==> config.mk <==
export PLATFORM = sky130hd
export DESIGN_NAME = video_mode_top
export DESIGN_NICKNAME = d
export VERILOG_FILES = /design/src/source/video_pkg.sv /design/src/source/mode_control.sv /design/src/source/mode_switch_debounce.sv /design/src/source/raster_timing.sv /design/src/source/timing_table.sv /design/src/source/video_mode_top.sv
export SDC_FILE = /design/constraint.sdc
export NUM_CORES = 1
export LEC_CHECK = 0
export ABC_AREA = 1
export BUFFER_PORTS_ARGS = -buffer_cell sky130_fd_sc_hd__buf_2
export CORE_ASPECT_RATIO = 0.8
export CORE_MARGIN = 2
export CORE_UTILIZATION = 56
export CTS_CLUSTER_SIZE = 40
export DETAILED_ROUTE_END_ITERATION = 12
export PLACE_DENSITY_LB_ADDON = 0.1
export SLEW_MARGIN = 20
export SYNTH_ARGS = -nofsm -noshare
export SYNTH_HDL_FRONTEND = slang
export SYNTH_SLANG_ARGS = --single-unit
==> constraint.sdc <==
create_clock -name clk50m_bufg -period 2.4 [get_ports clk50m_bufg]
set_input_delay 0.72 -clock clk50m_bufg [delete_from_list [all_inputs] [get_ports clk50m_bufg]]
set_output_delay 0.72 -clock clk50m_bufg [all_outputs]
set_load 0.02 [all_outputs]
==> src/source/video_pkg.sv <==
package video_pkg;

	////////////////////
	// Switch codes
	////////////////////
	typedef enum logic [3:0] {
		mode_vga    = 4'b0000,
		mode_svga   = 4'b0001,
		mode_hd720  = 4'b0010, // Also the fallback for unused codes
		mode_xga    = 4'b0011,
		mode_sxga   = 4'b1000,
		mode_camera = 4'b1001
	} mode_t;

	localparam int CNT_W = 11; // Raster counters reach 2047

	// Cumulative raster thresholds for one format
	typedef struct packed {
		logic [CNT_W-1:0] hsblnk; // Last active pixel
		logic [CNT_W-1:0] hssync; // Sync starts after this
		logic [CNT_W-1:0] hesync; // Last sync pixel
		logic [CNT_W-1:0] heblnk; // Line total minus one
		logic [CNT_W-1:0] vsblnk;
		logic [CNT_W-1:0] vssync;
		logic [CNT_W-1:0] vesync;
		logic [CNT_W-1:0] veblnk;
		logic             sync_neg; // 1 = active low sync
	} timing_t;

	// Pixel clock synth settings stored minus one
	typedef struct packed {
		logic [7:0] m;
		logic [7:0] d;
	} clk_cfg_t;

	typedef struct packed {
		logic hsync;
		logic vsync;
		logic de;
	} video_sync_t;

	////////////////////
	// Format geometry
	////////////////////
	// Active, front porch, sync width, back porch
	localparam int H_PIX_VGA = 640, H_FP_VGA = 16, H_SW_VGA = 96, H_BP_VGA = 48;
	localparam int V_PIX_VGA = 480, V_FP_VGA = 11, V_SW_VGA = 2, V_BP_VGA = 31;
	localparam int H_PIX_SVGA = 800, H_FP_SVGA = 40, H_SW_SVGA = 128, H_BP_SVGA = 88;
	localparam int V_PIX_SVGA = 600, V_FP_SVGA = 1, V_SW_SVGA = 4, V_BP_SVGA = 23;
	localparam int H_PIX_XGA = 1024, H_FP_XGA = 24, H_SW_XGA = 136, H_BP_XGA = 160;
	localparam int V_PIX_XGA = 768, V_FP_XGA = 3, V_SW_XGA = 6, V_BP_XGA = 29;
	localparam int H_PIX_HD720 = 1280, H_FP_HD720 = 110, H_SW_HD720 = 40, H_BP_HD720 = 220;
	localparam int V_PIX_HD720 = 720, V_FP_HD720 = 5, V_SW_HD720 = 5, V_BP_HD720 = 20;
	localparam int H_PIX_SXGA = 1280, H_FP_SXGA = 48, H_SW_SXGA = 112, H_BP_SXGA = 248;
	localparam int V_PIX_SXGA = 1024, V_FP_SXGA = 1, V_SW_SXGA = 3, V_BP_SXGA = 38;
	localparam int H_PIX_CAMERA = 1280, H_FP_CAMERA = 110, H_SW_CAMERA = 39, H_BP_CAMERA = 220;
	localparam int V_PIX_CAMERA = 720, V_FP_CAMERA = 4, V_SW_CAMERA = 4, V_BP_CAMERA = 22;

	////////////////////
	// Pixel clock M/D
	////////////////////
	localparam int PCLK_M_VGA = 2, PCLK_D_VGA = 4;           // 25 MHz
	localparam int PCLK_M_SVGA = 4, PCLK_D_SVGA = 5;         // 40 MHz
	localparam int PCLK_M_XGA = 13, PCLK_D_XGA = 10;         // 65 MHz
	localparam int PCLK_M_SXGA = 54, PCLK_D_SXGA = 25;       // 108 MHz
	localparam int PCLK_M_CAMERA = 135, PCLK_D_CAMERA = 91;
	localparam int PCLK_M_HD720 = 248, PCLK_D_HD720 = 167;   // 74.25 MHz

	// Control timing
	localparam int DEBOUNCE_CYCLES = 256;
	localparam int DEB_W = $clog2(DEBOUNCE_CYCLES);
	localparam int PROG_GO_DELAY = 16; // Load to synth go strobe
	localparam int GO_W = $clog2(PROG_GO_DELAY);

endpackage

==> src/source/mode_control.sv <==
`timescale 1ns/1ps

module mode_control (
	input  logic                 clk50m_bufg,
	input  logic                 rst_n,
	input  video_pkg::mode_t     mode_code,
	input  logic                 mode_load,
	output video_pkg::mode_t     mode,
	output logic                 restart,
	output video_pkg::clk_cfg_t  clk_cfg,
	output logic                 prog_go
);
	import video_pkg::*;

	logic [GO_W-1:0] go_cnt;  // Cycles left to the go strobe
	logic            go_busy;

	// Synth wants M and D minus one
	function automatic clk_cfg_t md(input int m, input int d);
		clk_cfg_t cfg;
		cfg.m = 8'(m - 1);
		cfg.d = 8'(d - 1);
		return cfg;
	endfunction

	assign restart = mode_load; // Raster restarts with the load

	////////////////////
	// Mode and M/D
	////////////////////
	always_ff @(posedge clk50m_bufg) begin
		if (!rst_n) begin
			mode    <= mode_hd720;
			clk_cfg <= md(PCLK_M_HD720, PCLK_D_HD720);
		end else if (mode_load) begin
			case (mode_code)
				mode_vga: begin
					mode    <= mode_vga;
					clk_cfg <= md(PCLK_M_VGA, PCLK_D_VGA);
				end
				mode_svga: begin
					mode    <= mode_svga;
					clk_cfg <= md(PCLK_M_SVGA, PCLK_D_SVGA);
				end
				mode_xga: begin
					mode    <= mode_xga;
					clk_cfg <= md(PCLK_M_XGA, PCLK_D_XGA);
				end
				mode_sxga: begin
					mode    <= mode_sxga;
					clk_cfg <= md(PCLK_M_SXGA, PCLK_D_SXGA);
				end
				mode_camera: begin
					mode    <= mode_camera;
					clk_cfg <= md(PCLK_M_CAMERA, PCLK_D_CAMERA);
				end
				default: begin // HD720 and any unused code
					mode    <= mode_hd720;
					clk_cfg <= md(PCLK_M_HD720, PCLK_D_HD720);
				end
			endcase
		end
	end

	////////////////////
	// Go strobe delay
	////////////////////
	always_ff @(posedge clk50m_bufg) begin
		if (!rst_n) begin
			go_cnt  <= '0;
			go_busy <= 1'b0;
			prog_go <= 1'b0;
		end else if (mode_load) begin // New load restarts the wait
			go_cnt  <= GO_W'(PROG_GO_DELAY - 1);
			go_busy <= 1'b1;
			prog_go <= 1'b0;
		end else begin
			prog_go <= go_busy && (go_cnt == GO_W'(1)); // Lands PROG_GO_DELAY after load
			if (go_busy) begin
				go_cnt  <= go_cnt - 1'b1;
				go_busy <= (go_cnt != GO_W'(1));
			end
		end
	end

endmodule

==> src/source/mode_switch_debounce.sv <==
`timescale 1ns/1ps

module mode_switch_debounce (
	input  logic               clk50m_bufg,
	input  logic               rst_n,
	input  logic [3:0]         sw,
	output video_pkg::mode_t   mode_code,
	output logic               mode_load
);
	import video_pkg::*;

	logic [3:0]       sw_meta;   // First sync flop
	logic [3:0]       sw_sync;   // Safe to use
	logic [3:0]       cand;      // Code being timed
	logic [DEB_W-1:0] stab_cnt;  // Cycles cand has held
	logic             loaded;    // Something accepted since reset
	logic             stable;

	assign stable = (sw_sync == cand) && (stab_cnt == DEB_W'(DEBOUNCE_CYCLES - 1));

	always_ff @(posedge clk50m_bufg) begin
		if (!rst_n) begin
			sw_meta   <= '0;
			sw_sync   <= '0;
			cand      <= '0;
			stab_cnt  <= '0;
			loaded    <= 1'b0;
			mode_code <= mode_hd720;
			mode_load <= 1'b0;
		end else begin
			sw_meta   <= sw;
			sw_sync   <= sw_meta;
			mode_load <= 1'b0; // Single cycle pulse
			if (sw_sync != cand) begin // Bounce restarts the timing
				cand     <= sw_sync;
				stab_cnt <= '0;
			end else if (!stable) begin
				stab_cnt <= stab_cnt + 1'b1;
			end
			// Only a new code, or the very first one, is passed on
			if (stable && (!loaded || (cand != mode_code))) begin
				mode_code <= mode_t'(cand);
				mode_load <= 1'b1;
				loaded    <= 1'b1;
			end
		end
	end

endmodule

==> src/source/raster_timing.sv <==
`timescale 1ns/1ps

module raster_timing (
	input  logic                    clk50m_bufg,
	input  logic                    rst_n,
	input  logic                    restart,
	input  video_pkg::timing_t      timing,
	output video_pkg::video_sync_t  video
);
	import video_pkg::*;

	logic [CNT_W-1:0] hcount;
	logic [CNT_W-1:0] vcount;
	logic             h_wrap;    // Last pixel of the line
	logic             hblnk;
	logic             vblnk;
	logic             hsync_raw;
	logic             vsync_raw;
	video_sync_t      video_q;   // First output stage

	assign h_wrap = (hcount >= timing.heblnk);

	////////////////////
	// Counters
	////////////////////
	always_ff @(posedge clk50m_bufg) begin
		if (!rst_n || restart) begin
			hcount <= '0;
			vcount <= '0;
		end else if (h_wrap) begin
			hcount <= '0;
			if (vcount >= timing.veblnk) // End of frame
				vcount <= '0;
			else
				vcount <= vcount + 1'b1;
		end else begin
			hcount <= hcount + 1'b1;
		end
	end

	// Raw flags are active high
	assign hblnk     = (hcount > timing.hsblnk);
	assign vblnk     = (vcount > timing.vsblnk);
	assign hsync_raw = (hcount > timing.hssync) && (hcount <= timing.hesync);
	assign vsync_raw = (vcount > timing.vssync) && (vcount <= timing.vesync);

	////////////////////
	// Output stage
	////////////////////
	// Two registers for every output so sync and de stay lined up
	always_ff @(posedge clk50m_bufg) begin
		if (!rst_n) begin
			video_q <= '0;
			video   <= '0;
		end else begin
			video_q.hsync <= hsync_raw ^ timing.sync_neg; // Polarity per format
			video_q.vsync <= vsync_raw ^ timing.sync_neg;
			video_q.de    <= !hblnk && !vblnk;
			video         <= video_q; // Counter plus two
		end
	end

endmodule

==> src/source/timing_table.sv <==
`timescale 1ns/1ps

module timing_table (
	input  video_pkg::mode_t    mode,
	output video_pkg::timing_t  timing
);
	import video_pkg::*;

	// Porch widths to cumulative counter thresholds
	function automatic timing_t calc(
		input int   h_pix,
		input int   h_fp,
		input int   h_sw,
		input int   h_bp,
		input int   v_pix,
		input int   v_fp,
		input int   v_sw,
		input int   v_bp,
		input logic neg
	);
		timing_t t;
		t.hsblnk   = CNT_W'(h_pix - 1);
		t.hssync   = CNT_W'(h_pix - 1 + h_fp);
		t.hesync   = CNT_W'(h_pix - 1 + h_fp + h_sw);
		t.heblnk   = CNT_W'(h_pix - 1 + h_fp + h_sw + h_bp); // Line total minus one
		t.vsblnk   = CNT_W'(v_pix - 1);
		t.vssync   = CNT_W'(v_pix - 1 + v_fp);
		t.vesync   = CNT_W'(v_pix - 1 + v_fp + v_sw);
		t.veblnk   = CNT_W'(v_pix - 1 + v_fp + v_sw + v_bp);
		t.sync_neg = neg;
		return t;
	endfunction

	always_comb begin
		case (mode)
			mode_vga: timing = calc(H_PIX_VGA, H_FP_VGA, H_SW_VGA, H_BP_VGA,
				V_PIX_VGA, V_FP_VGA, V_SW_VGA, V_BP_VGA, 1'b1); // Negative
			mode_svga: timing = calc(H_PIX_SVGA, H_FP_SVGA, H_SW_SVGA, H_BP_SVGA,
				V_PIX_SVGA, V_FP_SVGA, V_SW_SVGA, V_BP_SVGA, 1'b0);
			mode_xga: timing = calc(H_PIX_XGA, H_FP_XGA, H_SW_XGA, H_BP_XGA,
				V_PIX_XGA, V_FP_XGA, V_SW_XGA, V_BP_XGA, 1'b1); // Negative
			mode_sxga: timing = calc(H_PIX_SXGA, H_FP_SXGA, H_SW_SXGA, H_BP_SXGA,
				V_PIX_SXGA, V_FP_SXGA, V_SW_SXGA, V_BP_SXGA, 1'b0);
			mode_camera: timing = calc(H_PIX_CAMERA, H_FP_CAMERA, H_SW_CAMERA, H_BP_CAMERA,
				V_PIX_CAMERA, V_FP_CAMERA, V_SW_CAMERA, V_BP_CAMERA, 1'b0);
			default: timing = calc(H_PIX_HD720, H_FP_HD720, H_SW_HD720, H_BP_HD720,
				V_PIX_HD720, V_FP_HD720, V_SW_HD720, V_BP_HD720, 1'b0); // 720p
		endcase
	end

endmodule

==> src/source/video_mode_top.sv <==
`timescale 1ns/1ps

module video_mode_top (
	input  logic                    clk50m_bufg,
	input  logic                    rst_n,
	input  logic [3:0]              sw,
	output video_pkg::video_sync_t  video,
	output video_pkg::clk_cfg_t     clk_cfg,
	output logic                    prog_go
);
	import video_pkg::*;

	mode_t   mode_code;  // Accepted switch code
	logic    mode_load;
	mode_t   mode;       // Mapped and registered
	logic    restart;
	timing_t timing;

	mode_switch_debounce u_debounce (
		.clk50m_bufg (clk50m_bufg),
		.rst_n       (rst_n),
		.sw          (sw),
		.mode_code   (mode_code),
		.mode_load   (mode_load)
	);

	mode_control u_mode_control (
		.clk50m_bufg (clk50m_bufg),
		.rst_n       (rst_n),
		.mode_code   (mode_code),
		.mode_load   (mode_load),
		.mode        (mode),
		.restart     (restart),
		.clk_cfg     (clk_cfg),
		.prog_go     (prog_go)
	);

	timing_table u_timing_table (.mode(mode), .timing(timing)); // Combinational

	raster_timing u_raster (
		.clk50m_bufg (clk50m_bufg),
		.rst_n       (rst_n),
		.restart     (restart),
		.timing      (timing),
		.video       (video)
	);

endmodule

==> out/qor.txt <==
Status - finished clean
Placed cell areas - 5060 um2
Final nets - 779
RSZ-0062 raised after global routing - true
Crit Path Category - reg2reg
CP Launch Type - flip-flop
Chip width - 106 um
Max frequency - 0.433 GHz
Main synth FF type - dfxtp_1
CP max FO - 7
Peak supply drop - 0.304 mV
Slowest-stage cell, CP - dfxtp_2
Mapped Nets - 717
Clock sinks - 75
Setup crit end kind - flip-flop
Post-route cell area - 5470 um2
Syn_area_per_cell - 7.16 um2
Critical Path RT - 2700 ps
CP delay by family, top - buffers and inverters
First-pass GRT wire length - 19200 um
Total core area - 8020 um2
Yosys warnings - 0
Initial Util - 58.2%
Max-Slew Margin vs Limit - 72.9%
CP arrival - 2610 ps
Worst-margin pin slew - 405 ps
Share of layout cells above drive strength 1 - 16.6%
Fin. max-slew vios - 0
GPL Wtd Cong - 0.912
Final ANT Viol Nets - 0
DRC violations left - 0
Clk slew on worst S/H paths - 90 ps
Final period utilization - 96.3%
Pre-Repair DR Iteration Count - 5
Die Span Y - 85.6 um
Die area - 9080 um2
CP Buf/Inv Count - 4
Clock Latency Late Sink - 370 ps
Yosys cell types - 36
Yosys top cell area share - 32.2%
Synth Cell Area - 4660 um2
Cell taking the most area after synthesis - dfxtp_1
Cells after Synth - 651
IO Pins - 26
H-tree depth - 3
Via density - 5.41
Slowest Stage Delay on Critical Path - 350 ps
P_leak - 2.70 nW
CTS tree - done
Root Driver - clkbuf_8
Clock Skew - 10.4 ps
Number of diodes - 0
Synth top area cells - dfxtp_1 (32%), ha_1 (16%), nand2_1 (9.9%), inv_1 (7.7%), nor2_1 (6.6%)
Area Growth Syn to Fin - 17.4%
Number of enable flip-flop cells after synthesis - 0
Hold Crit Class - reg2reg
Setup TNS - 0 ps
Post-synth ARST share - 0%
Drt total wl - 12000 um
Initial antenna violation count - 0
FF+latch count, synth - 75
Hold Vio Cnt, Final - 0
Critical path, cell by cell - buf_4 > buf_4 > nor3_4 > inv_1 > ha_1 > a21oi_2 > o21a_1 > nand3_1 > inv_1 > nand3_1 > a21oi_1
Total track usage - 26.8%
Grt total ovfl - 0
Num CTS Buffers - 9
Vias in the first global route - 4109
Seq/Total Area, Yosys - 32.2%
PortBufs - 25
DR WL/cell - 14.6 um
Via count - 4469
MaxCap Viol Count - 0
Clock period minus final worst setup slack - 2310 ps
PwrDens - 429 nW/um2
1st-iter DRT viols - 273
Hpwl dp - 8850 um
Setup violators final - 0
Largest net degree at the start of global routing - 28
Clk buf depth - 2
Std-Cell Rows - 29
## stage by stage
stage	power, mW	instances	hold WS [ps]	util (%)	setup WS [ps]
after global placement	1.40	801	394	63.1	86.2
after CTS	2.37	817	428	65.7	1.10
final	2.35	826	424	68.2	88.9
after detailed placement	1.40	801	407	63.1	7.49
after floorplan	1.37	651	390	-	24.2
after global routing	2.42	826	436	68.2	-53.5
## worst paths after layout
check / from / endpoint / slack [ps] / cells after the start
worst max-delay path: u_mode_control.clk_cfg[4] / u_raster.vcount[9] / 90 / 11
worst min-delay path: u_raster.video_q[1] / u_raster.video[1] / 420 / 2
worst max register to register: u_mode_control.clk_cfg[4] / u_raster.vcount[9] / 90 / 11
worst min register to register: u_raster.video_q[1] / u_raster.video[1] / 420 / 2
## placed cells by master (no fill, tap or decap), types with 2 or more instances in the layout
master,Yosys,final
nor2_2,1,7
o211ai_1,3,3
o21a_1,5,5
dfxtp_1,75,72
a21oi_1,48,44
o22ai_1,6,6
inv_2,1,5
a21oi_2,0,4
a31oi_1,4,4
nor3_2,0,2
nor3_4,1,2
nand3_4,0,3
nor2_1,82,72
inv_1,96,91
nor2_4,1,5
nand3_2,2,2
nand3_1,42,41
xnor2_1,10,10
ha_1,60,59
nand4_1,12,12
nand2_2,1,3
xor2_1,8,8
buf_6,2,2
clkbuf_8,0,9
nor3_1,14,11
or2_2,2,2
a21o_1,3,3
o21ai_0,30,30
clkinv_4,0,2
inv_6,0,2
dfxtp_4,0,2
nand2_1,123,121
buf_4,6,34
buf_2,0,25
## worst min-delay path: stages, from the launching register on
cell     delay [ps]
dfxtp_1         310
nand2_1          50
inv_1            30
## cells by family after synthesis
logic type	share of synthesized area [%]
AOI/OAI and AO/OA	11.8
and+or+nand+nor	26.9
adders and majority gates	16.1
DFF	32.2
buffers and inverters	9.66
xor gates and xnor gates	3.38
## sequential cells by signal, summed over array words and instances, names as in the netlist
| name | cells |
|---|---|
| u_debounce.sw_meta | 4 |
| u_raster.video | 3 |
| u_debounce.mode_code | 4 |
| u_debounce.cand | 4 |
| u_mode_control.clk_cfg | 13 |
| u_debounce.sw_sync | 4 |
| u_raster.vcount | 11 |
| u_mode_control.go_busy | 1 |
| u_mode_control.prog_go | 1 |
| u_raster.video_q | 3 |
| u_debounce.mode_load | 1 |
| u_raster.hcount | 11 |
| u_mode_control.mode | 2 |
| u_debounce.stab_cnt | 8 |
| u_debounce.loaded | 1 |
| u_mode_control.go_cnt | 4 |
## timing repair
action / CTS / global route
pin swaps: 0 / 8
gates resized for setup: 2 / 41
setup buffers: 0 / 7
endpoints found under the hold margin: 0 / 0
endpoints found under the setup margin: 9 / 25
gates cloned: 0 / 2
hold buffers: 0 / 0
## power by group
part | total (mW) | leakage, nW | internal [mW] | switching, mW
combinational | 0.0997 | 1.99 | 0.0356 | 0.0641
clock | 0.976 | 0.0951 | 0.402 | 0.574
sequential | 1.27 | 0.609 | 1.26 | 0.0140
## synth_stat cells (6+ instances only)
| cell | count |
|---|---|
| dfxtp_1 | 75 |
| o22ai_1 | 6 |
| nor2_1 | 82 |
| nand4_1 | 12 |
| o21ai_0 | 30 |
| nor3_1 | 14 |
| ha_1 | 60 |
| buf_4 | 6 |
| nand2_1 | 123 |
| nand3_1 | 42 |
| a21oi_1 | 48 |
| xnor2_1 | 10 |
| inv_1 | 96 |
| xor2_1 | 8 |
## per-layer routing
layer	global-route usage (%)	routed length, um	vias to the layer above
met3	5.55	907	25
met4	8.73	233	0
met2	43.4	5360	167
met1	36.0	5520	2018
met5	0	0	-
li1	-	-	2259
## cell type report
class	instances	area [um2]
clock buffers	9	124
clock inverters	7	70.1
fillers	688	2550
inverters	98	370
multi-input cells	468	2860
flip-flops and latches	75	1510
well taps	108	135
repair buffers	61	403
Power figures use the tool's default switching activity.
